## src/busPkg.sv

```systemverilog
`default_nettype none

////////////////////////////////////////////////////////////////////////
// Wishbone classic structs and slave register map
////////////////////////////////////////////////////////////////////////
package busPkg;

	typedef logic [1:0] wbAddr; // Word address
	typedef logic [31:0] wbData;

	// Master to slave
	typedef struct packed
	{
		logic cyc;
		logic stb;
		logic we;
		wbAddr adr;
		wbData dat; // Write data
	} wbRequest;

	// Slave to master
	typedef struct packed
	{
		logic ack; // One clock per transfer
		wbData dat; // Read data
	} wbResponse;

	// Register map
	localparam wbAddr regCommand = 2'd0; // Write only, span or swap
	localparam wbAddr regStatus = 2'd1; // Read only
	localparam int statusFrontBit = 16; // Front bank index
	localparam int statusSwapBit = 17; // Swap still waiting for a frame tick

endpackage

`default_nettype wire

```

## src/gfxPkg.sv

```systemverilog
`default_nettype none

////////////////////////////////////////////////////////////////////////
// Raster geometry, colors and span traffic
////////////////////////////////////////////////////////////////////////
package gfxPkg;

	// Visible area
	localparam int screenWidth = 160;
	localparam int screenHeight = 120;
	localparam int bankSize = screenWidth * screenHeight; // Pixels per bank

	typedef logic [2:0] pixelColor; // One bit per gun
	typedef logic [6:0] rowIndex; // 0 to 119
	typedef logic [7:0] colIndex; // 0 to 159
	typedef logic [14:0] pixelAddr; // row * 160 + col

	// Whole command word that asks for a front/back exchange
	localparam logic [31:0] swapCode = 32'hFFFF_FFFF;

	// Low 26 bits of a command word, top bits first
	typedef struct packed
	{
		pixelColor color;
		rowIndex row;
		colIndex left;
		colIndex right; // Inclusive end column
	} spanCommand;

	// One pixel per clock into the back bank
	typedef struct packed
	{
		logic strobe; // Write this clock
		pixelAddr addr;
		pixelColor color;
	} pixelWrite;

endpackage

`default_nettype wire
```

## src/spanRasterizer.sv

```systemverilog
`default_nettype none

module spanRasterizer (
	input wire logic clk,
	input wire logic reset,
	input wire busPkg::wbData cmdWord, // Queue head
	input wire logic cmdValid,
	output logic cmdTake, // One clock pop strobe
	output gfxPkg::pixelWrite pixelOut, // Into the back bank
	output logic swapRequest, // Held until swapDone
	input wire logic swapDone
);

	typedef enum logic [1:0]
	{
		stIdle,
		stDecode,
		stPaint,
		stWaitSwap
	} painterState;

	painterState state;

	//////////////////////////////////////////////////////////////////////
	// Command decode, all combinational off the queue head
	//////////////////////////////////////////////////////////////////////
	gfxPkg::spanCommand span;
	gfxPkg::colIndex rightClip; // Right edge limited to the screen
	gfxPkg::colIndex endCol;
	gfxPkg::pixelAddr rowBase; // row * 160
	gfxPkg::pixelAddr spanStart;
	gfxPkg::pixelAddr spanEnd;
	logic isSwap;
	logic spanValid;

	assign span = gfxPkg::spanCommand'(cmdWord[25:0]); // Top six bits ignored
	assign isSwap = (cmdWord == gfxPkg::swapCode);

	// Off-screen row or start column drops the span
	assign spanValid = (span.row < gfxPkg::rowIndex'(gfxPkg::screenHeight))
		&& (span.left < gfxPkg::colIndex'(gfxPkg::screenWidth));

	always_comb
	begin
		if (span.right > gfxPkg::colIndex'(gfxPkg::screenWidth - 1))
			rightClip = gfxPkg::colIndex'(gfxPkg::screenWidth - 1);
		else
			rightClip = span.right;

		// Empty or reversed span paints just the left column
		if (rightClip <= span.left)
			endCol = span.left;
		else
			endCol = rightClip;
	end

	// Shift-and-add, 128 + 32 = 160
	assign rowBase = (gfxPkg::pixelAddr'(span.row) << 7)
		+ (gfxPkg::pixelAddr'(span.row) << 5);
	assign spanStart = rowBase + gfxPkg::pixelAddr'(span.left);
	assign spanEnd = rowBase + gfxPkg::pixelAddr'(endCol);

	//////////////////////////////////////////////////////////////////////
	// Span walker
	//////////////////////////////////////////////////////////////////////
	gfxPkg::pixelAddr curAddr; // Next pixel to write
	gfxPkg::pixelAddr endAddr; // Last pixel, inclusive
	gfxPkg::pixelColor spanColor;

	always_ff @(posedge clk)
	begin
		if (reset)
		begin
			state <= stIdle;
			cmdTake <= 1'b0;
			swapRequest <= 1'b0;
			pixelOut <= '0;
			curAddr <= '0;
			endAddr <= '0;
			spanColor <= '0;
		end
		else
		begin
			cmdTake <= 1'b0; // Pulse only
			pixelOut.strobe <= 1'b0;

			case (state)
				stIdle:
				begin
					if (cmdValid)
					begin
						cmdTake <= 1'b1; // Pops the head next clock
						state <= stDecode;
					end
				end

				stDecode:
				begin
					// Head still valid while cmdTake is high
					if (isSwap)
					begin
						swapRequest <= 1'b1;
						state <= stWaitSwap;
					end
					else if (spanValid)
					begin
						curAddr <= spanStart;
						endAddr <= spanEnd;
						spanColor <= span.color;
						state <= stPaint;
					end
					else
						state <= stIdle; // Dropped, nothing painted
				end

				stPaint:
				begin
					pixelOut.strobe <= 1'b1;
					pixelOut.addr <= curAddr;
					pixelOut.color <= spanColor;
					curAddr <= curAddr + 1'b1;
					if (curAddr == endAddr)
						state <= stIdle; // Last pixel goes out now
				end

				stWaitSwap:
				begin
					if (swapDone)
					begin
						swapRequest <= 1'b0;
						state <= stIdle;
					end
				end

				default:
					state <= stIdle;
			endcase
		end
	end

endmodule

`default_nettype wire

```

## config.mk

```make
export PLATFORM = sky130hd
export DESIGN_NAME = spanRasterizer
export DESIGN_NICKNAME = d
export VERILOG_FILES = /design/src/busPkg.sv /design/src/gfxPkg.sv /design/src/spanRasterizer.sv
export SDC_FILE = /design/constraint.sdc
export NUM_CORES = 1
export LEC_CHECK = 0
export BUFFER_PORTS_ARGS = -buffer_cell sky130_fd_sc_hd__clkbuf_2
export CORE_UTILIZATION = 45
export CTS_CLUSTER_SIZE = 24
export DETAILED_ROUTE_END_ITERATION = 12
export PLACE_DENSITY = 0.66
export SLEW_MARGIN = 20
export SYNTH_ARGS = -nofsm -noshare
export SYNTH_HDL_FRONTEND = slang
export SYNTH_SLANG_ARGS = --single-unit
```

## constraint.sdc

```tcl
create_clock -name clk -period 3.6 [get_ports clk]
set_input_delay 0 -clock clk [delete_from_list [all_inputs] [get_ports clk]]
set_output_delay 0 -clock clk [all_outputs]
set_load 0.02 [all_outputs]
```

==> results of run 1 <==
## cell usage in the layout, fill, tap and decap left out, types with 4 or more instances in the layout
cell / Yosys / routed
sky130_fd_sc_hd__clkbuf_2: 0 / 55
sky130_fd_sc_hd__inv_1: 16 / 16
sky130_fd_sc_hd__nand3_1: 12 / 12
sky130_fd_sc_hd__dfxtp_1: 56 / 56
sky130_fd_sc_hd__mux2_2: 4 / 4
sky130_fd_sc_hd__nor3_1: 7 / 7
sky130_fd_sc_hd__nor2b_1: 9 / 9
sky130_fd_sc_hd__a211oi_1: 11 / 11
sky130_fd_sc_hd__xor2_1: 18 / 18
sky130_fd_sc_hd__nand2_1: 71 / 71
sky130_fd_sc_hd__dlygate4sd3_1: 0 / 4
sky130_fd_sc_hd__nor4_1: 7 / 7
sky130_fd_sc_hd__o21a_1: 5 / 5
sky130_fd_sc_hd__o211ai_1: 10 / 10
sky130_fd_sc_hd__o21ai_0: 11 / 11
sky130_fd_sc_hd__xnor2_1: 12 / 12
sky130_fd_sc_hd__clkbuf_8: 0 / 5
sky130_fd_sc_hd__nand4_1: 17 / 17
sky130_fd_sc_hd__ha_1: 20 / 20
sky130_fd_sc_hd__a21oi_1: 51 / 51
sky130_fd_sc_hd__buf_4: 0 / 4
sky130_fd_sc_hd__nor2_1: 36 / 36
## routing by layer
| layer | share of wire | track usage | wire, um | up-vias |
|---|---|---|---|---|
| li1 | - | - | - | 1664 |
| met1 | 0.51 | 0.314 | 4190 | 1489 |
| met2 | 0.45 | 0.338 | 3670 | 74 |
| met3 | 0.033 | 0.0254 | 269 | 8 |
| met4 | 0.012 | 0.0524 | 102 | 0 |
| met5 | 0 | 0 | 0 | - |
## worst max-delay path, stage by stage
cell,delay [ns]
sky130_fd_sc_hd__clkbuf_2,0.09
sky130_fd_sc_hd__o21a_1,0.24
sky130_fd_sc_hd__nor2_1,0.14
sky130_fd_sc_hd__inv_1,0.06
sky130_fd_sc_hd__ha_1,0.28
sky130_fd_sc_hd__nor2b_1,0.13
sky130_fd_sc_hd__o21a_1,0.12
sky130_fd_sc_hd__o21a_1,0.21
sky130_fd_sc_hd__o21a_1,0.34
sky130_fd_sc_hd__mux2_2,0.38
sky130_fd_sc_hd__ha_1,0.21
sky130_fd_sc_hd__fa_1,0.40
sky130_fd_sc_hd__a21o_1,0.18
sky130_fd_sc_hd__nand3_1,0.12
sky130_fd_sc_hd__inv_1,0.06
sky130_fd_sc_hd__nand3_1,0.09
sky130_fd_sc_hd__xor2_1,0.14
sky130_fd_sc_hd__a211oi_1,0.08
## worst min-delay path by stage
stage / startpoint / to / cells after the start
after global routing: swapDone / swapRequest$_SDFFE_PP0P_ / 4
after CTS: swapDone / state[1]$_SDFFE_PP0P_ / 3
after global placement: cmdWord[25] / spanColor[2]$_SDFFE_PP0P_ / 3
after floorplan: cmdWord[23] / spanColor[0]$_SDFFE_PP0P_ / 2
final: swapDone / state[1]$_SDFFE_PP0P_ / 3
after detailed placement: cmdValid / cmdTake$_SDFF_PP0_ / 3
## state kept, by name, indices dropped and copies added, names as in the netlist
register     cells
state            2
endAddr         15
cmdTake          1
swapRequest      1
curAddr         15
spanColor        3
pixelOut        19
## where the power goes
part           internal [W]  switching (W)  total, W  leakage (nW)
Sequential         0.000650      0.0000349  0.000685         0.454
Combinational      0.000156       0.000224  0.000381          1.06
Clock              0.000126       0.000177  0.000303        0.0359
## logic make-up after synthesis
| family | share of synthesized area |
|---|---|
| AOI/OAI and AO/OA | 0.215 |
| adders and majority gates | 0.0891 |
| muxes | 0.0129 |
| buffers and inverters | 0.0485 |
| xor gates and xnor gates | 0.0755 |
| and+or+nand+nor | 0.237 |
| DFF | 0.322 |
## final cells by class
type / instances / area, um2
fillers: 741 / 3450
multi-input cells: 345 / 2190
flip-flops and latches: 56 / 1120
repair buffers: 64 / 350
well taps: 99 / 124
clock buffers: 5 / 68.8
inverters: 16 / 60.1
## stage by stage
step	cells	hold slack, ns
finish	585	0.0333
global route	585	0.0628
CTS	585	0.0333
detailed placement	576	0.244
global placement	576	0.243
floorplan	444	0.136
==> out/summary.md, run 1 <==
Routability-driven placement finished with a final weighted congestion of 0.859. Worst reg2reg path startpoint: state[0]$_SDFFE_PP0P_. The register area share after synthesis was 0.322; the fraction of final layout cells with drive strength greater than 1 was 0.169. The worst-margin pin slew was 1.06 ns; the area share of the largest cell type after synthesis was 0.322. The flow ran to the end, and the final reports show no timing, DRC or antenna violations. The number of max-slew violations in the final report is 0, and the post-synth design cell area is 3480 um2. The capturing point of the worst reg2reg path was endAddr[14]$_SDFFE_PP0P_.

Measured in cells, the most critical reg-to-reg path has a length of 5. Averaged over all synthesized cells, the footprint is 7.84 um2. In the routed design, unresolved DRC markers number 0. The largest fanout on the critical path is 8. Between clock sinks in the finished design, the worst skew comes to 0.00459 ns.

57 I/O pins were placed. The max-slew headroom at the worst pin is 0.293, and the die outline width is 90.0 um. During placement, the flow inserted port buffers numbering 56.

For the initial antenna violation count, the log shows 0. The tools report the number of nets produced by synthesis as 503. The run gives 3001 as the number of global-route vias before repair. Cell area after placement: 3810 um2. The routed length per placed instance was 14.1 um. The run gives 0 as the number of diodes. Relative to the synthesized area, the layout overhead comes to 12.5%. In this run the remaining antenna-violating nets after routing total 0.

The tree built by TritonCTS fans out to 56 sinks. Summed over all failing endpoints, the final setup total negative slack is 0 ns. The tool flagged a number of max-cap violations equal to 0. The power per unit of standard cell area is 350 nW/um2, and the worst supply voltage drop on vdd is 0.168 mV.

The Yosys step of the flow raised 0 warnings. STA classifies the critical path startpoint as an input port. The initial standard-cell utilization of the core came out at 0.472.

Ranked by total cell area, the synthesized netlist is headed by sky130_fd_sc_hd__dfxtp_1 32%, sky130_fd_sc_hd__nand2_1 7.7%, sky130_fd_sc_hd__a21oi_1 7.3%. The critical path starts at cmdWord[6]. Number of gates resized after CTS: 0. The logs give 2 for the number of buffers on the longest clock path and 5 for the total CTS buffers.

The logs give 8.23 mm for the overall routed net length and 4 for the number of hold-repair buffers added at the cts stage. The total power of the final layout is 0.00137 W. For the starting DRC count in detailed routing, the log shows 222.

The logs give 3920 um2 for the post-route cell area and 3.74 ns for the worst endpoint required time. Setup repair after global routing left no endpoint under its margin. For this block, the via count after detailed routing is 3235.

The final count of negative-setup-slack endpoints is 0. Of all cell types, the one taking the most synthesized area is sky130_fd_sc_hd__dfxtp_1. For the static leakage power, the log shows 1.55 nW. The final critical-path required period was 3.12 ns; the number of levels in the clock H-tree was 2. The critical path is of the input port to register type. At the placement stage, the worst setup path has a slack of 0.166 ns.

The first TritonRoute pass finished after 4 iterations. The floorplan step defined a die boundary enclosing 8090 um2. In the final design database the tool counted 547 nets. The unique cell type count in the Yosys netlist came out at 53. The worst hold path belongs to the class input port to register. The run gives 0 as the remaining global-route overflow. The global-route wire length before repair was 14.4 mm; the async set-or-reset flop fraction in the synthesized netlist was 0. After clock tree synthesis, the clock-pin slew on the worst setup and hold paths is 0.08 ns. TritonCTS built the clock tree.

The count of endpoints failing hold in the final timing report was 0. Clock tree synthesis selected as its root buffer the cell sky130_fd_sc_hd__clkbuf_8. The endpoint arrival time on the critical path is 3.26 ns. Across all setup checks in the final design, the least slack found is 0.481 ns. Based on the critical path, the design can be clocked at up to 321 MHz.

The main flop type after synthesis is sky130_fd_sc_hd__dfxtp_1. STA classifies the critical path endpoint as a register. The global router's overall resource usage was 0.215.

The average via count per standard cell is 5.53, and the post-CTS setup repair buffer count is 0. The post-layout utilization of the core is 0.531. The vertical extent of the die was 90.0 um. The number of synthesized flops with an enable pin is 0, and the number of instances in the synthesized netlist is 444.

Clock latency on the worst-skew pair, taken at its later pin, is 0.30 ns. The run gives 6.40 mm as the detailed placer's ending HPWL. The total of flip-flops plus latches after synthesis was 56; the setup slack on the worst flop-to-flop path was 1.37 ns.

The pin count of the biggest net entering global routing is 60. Most common cell in the netlist: sky130_fd_sc_hd__nand2_1. In this run the worst setup path terminates at endAddr[13]$_SDFFE_PP0P_. Row generation in the floorplan step produced 31 rows. The region available for standard cell placement spans 7370 um2. The final clock period utilization by the worst path works out to 0.866. The commonest cells after synthesis are 71 x sky130_fd_sc_hd__nand2_1, 56 x sky130_fd_sc_hd__dfxtp_1, 51 x sky130_fd_sc_hd__a21oi_1.
No activity file was read; power rests on OpenSTA's default activity.
==> inputs of run 2 (changes only) <==
--- a/config.mk
+++ b/config.mk
@@ -6,10 +6,9 @@
 export NUM_CORES = 1
 export LEC_CHECK = 0
 export BUFFER_PORTS_ARGS = -buffer_cell sky130_fd_sc_hd__clkbuf_2
-export CORE_UTILIZATION = 45
+export CORE_UTILIZATION = 39
 export CTS_CLUSTER_SIZE = 24
 export DETAILED_ROUTE_END_ITERATION = 12
-export PLACE_DENSITY = 0.66
 export SLEW_MARGIN = 20
 export SYNTH_ARGS = -nofsm -noshare
 export SYNTH_HDL_FRONTEND = slang
==> constraint.sdc (replaced) <==
create_clock -name clk -period 3.6 [get_ports clk]
set_input_delay 0 -clock clk [delete_from_list [all_inputs] [get_ports clk]]
set_output_delay 0 -clock clk [all_outputs]
set_load 0.01 [all_outputs]
==> out/summary.md, run 2 (synthesized netlist as in run 1, its figures left out) <==
The run gives 1.39 ns as the setup slack on the worst flop-to-flop path. Once detailed placement completed, the half-perimeter wirelength came to 6.66 mm. Across the whole layout, storage elements account for 1120 um2. The tools report the capturing point of the worst reg2reg path as curAddr[8]$_SDFFE_PP0P_. The clock passes through at most 2 buffers.

For this run, the post-layout net count is 548. The type of destination of the critical path is a register. After clock tree synthesis, the clock-pin slew on the worst setup and hold paths is 0.10 ns. The number of cells on the worst reg-to-reg path works out to 5.

Static leakage power: 1.56 nW. The core area is 8680 um2. After the first detailed-routing iteration, the DRC count stood at 152. The critical path goes through clkbuf_2, o21a_1, nor2_1, inv_1, ha_1, nor2b_1, o21a_1, o21a_1, o21a_1, mux2_2, ha_1, fa_1, a21o_1, nand3_1, nor3_1, xnor2_1, a211oi_1.

Worst hold endpoint: swapRequest$_SDFFE_PP0P_. Clock tree synthesis selected as its root buffer the cell sky130_fd_sc_hd__clkbuf_8. In this run, CTS created clock tree buffers numbering 5. The tools report the area used by multi-input combinational logic as 2190 um2. Of all nets on the critical path, the largest fanout is 8.

The run finished with clean final reports. Across the VDD grid, the largest voltage drop is 0.149 mV. Setup repair after global routing left no endpoint under its margin. The clock arrives with 0.00840 ns of skew. The final layout contains routed wiring with a total length of 8.59 mm.

The run gives 0.490 as the sequential fraction of design power. The count of input and output buffers is 56, and the final critical-path required period is 3.06 ns. The register with the most flip-flops in the layout has 19 of them. TritonCTS built the clock tree. The run gives 0.240 as the clock share of power.

Once placement finished, the instance area stood at 3820 um2. The most used cell along the critical path was sky130_fd_sc_hd__o21a_1. Portion of total power attributed to combinational logic: 0.271. The global router's overall resource usage is 0.201, and the post-detailed-route DRC marker count is 0. The internal portion of the total power is 0.000947 W.

The global-route wire length before repair came out at 14.6 mm. The wire length on met3 was 279 um. The largest single stage delay on the critical path is 0.40 ns. The vertical extent of the die came out at 96.5 um. Setup violations remaining at the end of the flow were counted as 0.

The switching share of total power was 0.324. For the initial standard-cell utilization of the core, the log shows 0.401. At the later pin of the worst-skew pair, clock insertion delay measures 0.31 ns. The number of sinks driven by the clock tree is 56. Worst hold-check path type: input port to register.

At the worst endpoint, the required time is 3.83 ns. Along the worst hold path, the cell count comes to 4. Relative to the synthesized area, the layout overhead comes to 13.5%. In this run the remaining antenna-violating nets after routing total 0. From left edge to right edge, the die measures 96.5 um. For the pin with the worst max-slew slack, the measured transition is 0.927 ns. The worst register-to-register path begins at state[0]$_SDFFE_PP0P_. The congestion estimate from routability-driven global placement came to 0.905. Row generation in the floorplan step produced 34 rows.

The logs give 3950 um2 for the post-route cell area and 0 for the number of diodes. The largest registers in the layout are pixelOut: 19 flops, curAddr: 15 flops, endAddr: 15 flops. STA classifies the critical path startpoint as an input port.

On the critical path, the stage with the largest delay is an instance of sky130_fd_sc_hd__fa_1. For this run, the detailed router's first-pass iteration total came to 4. The tools report the floorplan die area as 9310 um2.

Dividing the detail-routed via count by the number of cells gives 5.45. Entering global routing, the biggest net connects 40 pins. The detailed-route wire length on metal 1 came out at 4.43 mm. The launching instance or port of the critical path is cmdWord[6]. Remaining global-route overflow: 0. Ranked by flip-flop count, first place goes to pixelOut. The routed layout has 3258 vias. The max-slew headroom at the worst pin was 0.381. In the layout the commonest cells are 71 x sky130_fd_sc_hd__nand2_1, 56 x sky130_fd_sc_hd__dfxtp_1, 56 x sky130_fd_sc_hd__clkbuf_2.

The initial antenna violation count was 0; the max-capacitance violation count was 0. The tools report the post-layout utilization of the core as 0.455. The met2 wire length was 3.72 mm; the fraction of final layout cells with drive strength greater than 1 was 0.171.

The number of global-route vias before repair was 3060. For this design the ratio of total power to cell area is 354 nW/um2. In this run the count of I/O pins placed on the die edge is 57.

The run gives 0 as the number of gates resized after CTS. In the final timing run, aggregate negative setup slack is 0 ns. Leaving out fill and tap cells, the most frequent cell in the layout is sky130_fd_sc_hd__nand2_1.

The H-tree was split into 2 levels. The start point of the worst min-delay path is swapDone. Derived from the worst setup path, the maximum achievable clock frequency is 327 MHz. Count of endpoints failing hold in the final timing report: 0. Startpoint-to-endpoint class of the critical path: input port to register. The tools report the filler cell count as 943.

The routed length per placed instance is 14.4 um. Final clock period utilization by the worst path: 0.851. The detailed router used layers up to and including met4. Number of max-slew violations in the final report: 0. For this design the total switching power over the nets is 0.000454 W.

STA puts the critical path data arrival time at 3.29 ns.
## run 2: cell types whose count changed in the layout (fill, tap and decap cells not counted), sizes merged
cell and change:
clkinv +1, clkbuf +3
## run 2: final cells by class
type / instances / share of cell area
Inverter: 16 / 0.0152
Clock inverter: 1 / 0.00222
Clock buffer: 7 / 0.0193
Multi-Input combinational cell: 345 / 0.555
Sequential cell: 56 / 0.284
Timing Repair Buffer: 65 / 0.0906
Tap cell: 108 / 0.0342
## run 2: metrics by stage
| stage | power (W) | hold WS [ns] | cells | worst slack (ns) |
|---|---|---|---|---|
| floorplan | 0.000966 | 0.136 | 444 | 0.473 |
| global placement | 0.00107 | 0.242 | 586 | 0.267 |
| detailed placement | 0.00107 | 0.251 | 586 | 0.209 |
| CTS | 0.00141 | 0.0127 | 598 | 0.535 |
| global route | 0.00149 | 0.0281 | 598 | 0.279 |
| finish | 0.00140 | 0.0104 | 598 | 0.538 |
## run 2: critical path, delay by kind of cell
family	cells	cell delay, ns
muxes	1	0.37
and+or+nand+nor	4	0.46
AOI/OAI and AO/OA	6	1.28
xor gates and xnor gates	1	0.14
buffers and inverters	2	0.16
adders and majority gates	3	0.89
## run 2: per-layer routing
| layer | track usage | vias up |
|---|---|---|
| li1 | - | 1669 |
| met1 | 0.293 | 1503 |
| met2 | 0.313 | 74 |
| met3 | 0.0172 | 12 |
| met4 | 0.0600 | 0 |
| met5 | 0 | - |
## run 2: worst max-delay path by stage
stage,slack (ns),cells past startpoint,end
3_5_place_dp,0.21,17,endAddr[11]$_SDFFE_PP0P_
6_report,0.54,17,endAddr[11]$_SDFFE_PP0P_
4_1_cts,0.53,17,endAddr[11]$_SDFFE_PP0P_
3_3_place_gp,0.27,18,endAddr[13]$_SDFFE_PP0P_
5_1_grt,0.28,18,endAddr[13]$_SDFFE_PP0P_
2_1_floorplan,0.47,18,endAddr[13]$_SDFFE_PP0P_
## run 2: what timing repair did
action                    in CTS  in global routing
hold endpoints to repair       5                  0
hold buffers                   4                  0
setup buffers                  0                  0
## run 2: power groups by stage
| stage | registers (W) | logic, W | clock network (W) |
|---|---|---|---|
| final | 0.000686 | 0.000379 | 0.000336 |
| after detailed placement | 0.000700 | 0.000374 | 0 |
| after global placement | 0.000699 | 0.000369 | 0 |
| after CTS | 0.000685 | 0.000379 | 0.000346 |
| after floorplan | 0.000687 | 0.000279 | 0 |
| after global routing | 0.000691 | 0.000429 | 0.000369 |
==> inputs of run 3 (changes only) <==
--- a/config.mk
+++ b/config.mk
@@ -6,9 +6,12 @@
 export NUM_CORES = 1
 export LEC_CHECK = 0
 export BUFFER_PORTS_ARGS = -buffer_cell sky130_fd_sc_hd__clkbuf_2
-export CORE_UTILIZATION = 39
+export CELL_PAD_IN_SITES_DETAIL_PLACEMENT = 0
+export CELL_PAD_IN_SITES_GLOBAL_PLACEMENT = 1
+export CORE_UTILIZATION = 42
 export CTS_CLUSTER_SIZE = 24
 export DETAILED_ROUTE_END_ITERATION = 12
+export PLACE_DENSITY_LB_ADDON = 0.1
 export SLEW_MARGIN = 20
 export SYNTH_ARGS = -nofsm -noshare
 export SYNTH_HDL_FRONTEND = slang
==> constraint.sdc (replaced) <==
create_clock -name clk -period 3.27 [get_ports clk]
set_input_delay 0 -clock clk [delete_from_list [all_inputs] [get_ports clk]]
set_output_delay 0 -clock clk [all_outputs]
set_load 0.01 [all_outputs]
==> out/summary.md, run 3 (synthesized netlist as in run 1, its figures left out) <==
The run finished with clean final reports. In this run the horizontal extent of the chip is 93.0 um. The path with the worst hold slack has its endpoint at swapRequest$_SDFFE_PP0P_. For the global router's overall resource usage, the log shows 0.213. The worst register-to-register path ends at curAddr[7]$_SDFFE_PP0P_. The cell sitting at the root of the clock tree is a sky130_fd_sc_hd__clkbuf_8. STA puts the critical path data arrival time at 3.17 ns. The number of flip-flops under the largest register name is 19, and the fraction of final layout cells with drive strength greater than 1 is 0.184.

The initialized floorplan defines 32 standard-cell rows. The total I/O pin count was 57; the largest fanout on the critical path was 5. For the worst-skew pair, the clock arrives at the later sink with an insertion delay of 0.31 ns. The number of gates resized after CTS was 0. Cell type of the slowest stage on the worst timing path: sky130_fd_sc_hd__fa_1. The worst path meets setup with 0.321 ns of slack. In the layout the commonest cells are 71 x sky130_fd_sc_hd__nand2_1, 56 x sky130_fd_sc_hd__dfxtp_1, 56 x sky130_fd_sc_hd__clkbuf_2.

The commonest non-fill, non-tap cell in the layout was sky130_fd_sc_hd__nand2_1. For the remaining global-route overflow, the log shows 0. The final clock period utilization by the worst path is 0.902. Post-CTS timing repair inserted 0 buffers for setup.

The worst hold path begins at swapDone. The clock tree synthesis step divided the H-tree into 2 levels. The run gives 2976 as the number of global-route vias before repair. The run gives 2 as the number of buffers on the longest clock path. The startpoint type of the worst setup path is an input port.

For the global-route wire length before repair, the log shows 14.7 mm. The tree built by TritonCTS fans out to 56 sinks. The initial antenna violation count came out at 0. Walking the worst path, the cells encountered are clkbuf_2, o21a_1, nor2_1, inv_1, ha_1, nor2b_1, o21a_1, o21a_1, o21a_1, mux2_2, ha_1, fa_1, a21o_1, nand3_1, inv_1, nand3_1, xor2_1, a211oi_1. The final route contains 3186 vias.

VDD sags by at most 0.195 mV. For this run, design rule violations remaining after detail routing come to 0. The run gives 0.809 as the global placer's final weighted congestion. By startpoint and endpoint, the worst setup path is classified as input port to register.

Subtracting the final worst setup slack from the clock period gives 2.95 ns. In this design, the critical path's most frequently occurring cell is sky130_fd_sc_hd__o21a_1. Setup slack on the worst reg-to-reg path comes out at 1.14 ns. Max-slew headroom at the worst pin: 0.482. The number of cells on the worst reg-to-reg path works out to 7. The logs give 0 for the number of max-slew violations in the final report and 4 for the first-pass iteration count of the detailed router.

The post-placement setup slack is -0.000408 ns. The logs give 0 for the count of endpoints failing hold in the final timing report and 7890 um2 for the core area. Worst reg2reg path startpoint: state[1]$_SDFFE_PP0P_. The repair_antennas step left the layout with diodes totalling 0. The analysis attributes to cell leakage a power of 1.61 nW. The largest stage delay on the critical path works out to 0.38 ns. Compared with the post-synthesis result, the final layout area differs by 15.5%. The count of antenna-violating nets left after detailed routing was 0; the clock slew seen by the registers of the worst setup and hold paths was 0.09 ns.

Register name with the most flops: pixelOut. The pin count of the biggest net entering global routing was 38; the total CTS buffers was 5. After the last flow step, the layout net total stands at 553. The detailed placer's ending HPWL is 6.61 mm. The largest registers in the layout are pixelOut: 19 flops, curAddr: 15 flops, endAddr: 15 flops. The die is 93.0 um tall. STA puts the critical path data required time at 3.49 ns. Input and output buffers added on the ports amount to 56.

Setup repair after global routing left no endpoint under its margin. For this block, the initial DRC count from the detailed router was 186. The power per unit of standard cell area came out at 415 nW/um2. The final setup skew was 0.00285 ns. Worst hold-check path type: input port to register. The worst setup path is captured at a register. The floorplan step defined a die boundary enclosing 8660 um2. Derived from the worst setup path, the maximum achievable clock frequency is 339 MHz.

For this design, the CTS-stage hold fixing added 4 buffers. The initial standard-cell utilization of the core was 0.441; the number of stages on the worst hold path was 4. At the pin with the least slew margin, the transition time is 0.776 ns. TritonCTS built the clock tree. Across the run, the number of max-cap violations was 0. The aggregate negative setup slack is 0 ns.

For this block, the routed nets add up to 8.52 mm of wire. In the routed layout, each cell is associated on average with a via count of 5.34. The final count of negative-setup-slack endpoints came out at 0. After detailed routing, the average wire length per cell comes to 14.3 um.
run 3: metal layers:
metal	wire, um	track usage	vias to the layer above
li1	-	-	1687
met1	4470	0.313	1435
met2	3690	0.331	56
met3	245	0.0195	8
met4	115	0.0564	0
met5	0	0	-
run 3: worst max path at each step:
stage	endpoint	startpoint	slack (ns)	cells past startpoint
6_report	endAddr[13]$_SDFFE_PP0P_	cmdWord[6]	0.32	18
5_1_grt	endAddr[11]$_SDFFE_PP0P_	cmdWord[6]	0.08	17
4_1_cts	endAddr[13]$_SDFFE_PP0P_	cmdWord[6]	0.31	18
3_5_place_dp	endAddr[13]$_SDFFE_PP0P_	cmdWord[6]	-0.0004	18
3_3_place_gp	endAddr[13]$_SDFFE_PP0P_	cmdWord[6]	0.07	18
2_1_floorplan	endAddr[13]$_SDFFE_PP0P_	cmdWord[6]	0.14	18
run 3: layout make-up:
cell class              instances  area [um2]
fillers                       806        3870
multi-input cells             345        2190
clock buffers                   7        96.3
inverters                      16        60.1
clock inverters                 1        30.0
repair buffers                 70         395
well taps                     102         128
flip-flops and latches         56        1120
run 3: stage by stage:
stage	util	power, W	instance area (um2)	cells	hold slack [ns]
4_1_cts	0.510	0.00169	4020	597	0.00248
3_3_place_gp	0.489	0.00119	3850	585	0.248
6_report	0.510	0.00167	4020	597	0.00865
5_1_grt	0.510	0.00177	4020	597	0.00523
3_5_place_dp	0.489	0.00119	3850	585	0.246
2_1_floorplan	-	0.00106	3480	444	0.136
run 3: report_power, final:
part           leakage (nW)  switching [W]  internal (W)
clock                0.0645       0.000219      0.000270
combinational          1.09       0.000245      0.000181
sequential            0.454      0.0000381      0.000716
run 3: worst max-delay path: cells and delay by family:
kind	cells	cell delay [ns]
muxes	1	0.29
xor gates and xnor gates	1	0.07
AOI/OAI and AO/OA	6	1.23
buffers and inverters	3	0.20
adders and majority gates	3	0.88
and+or+nand+nor	4	0.50
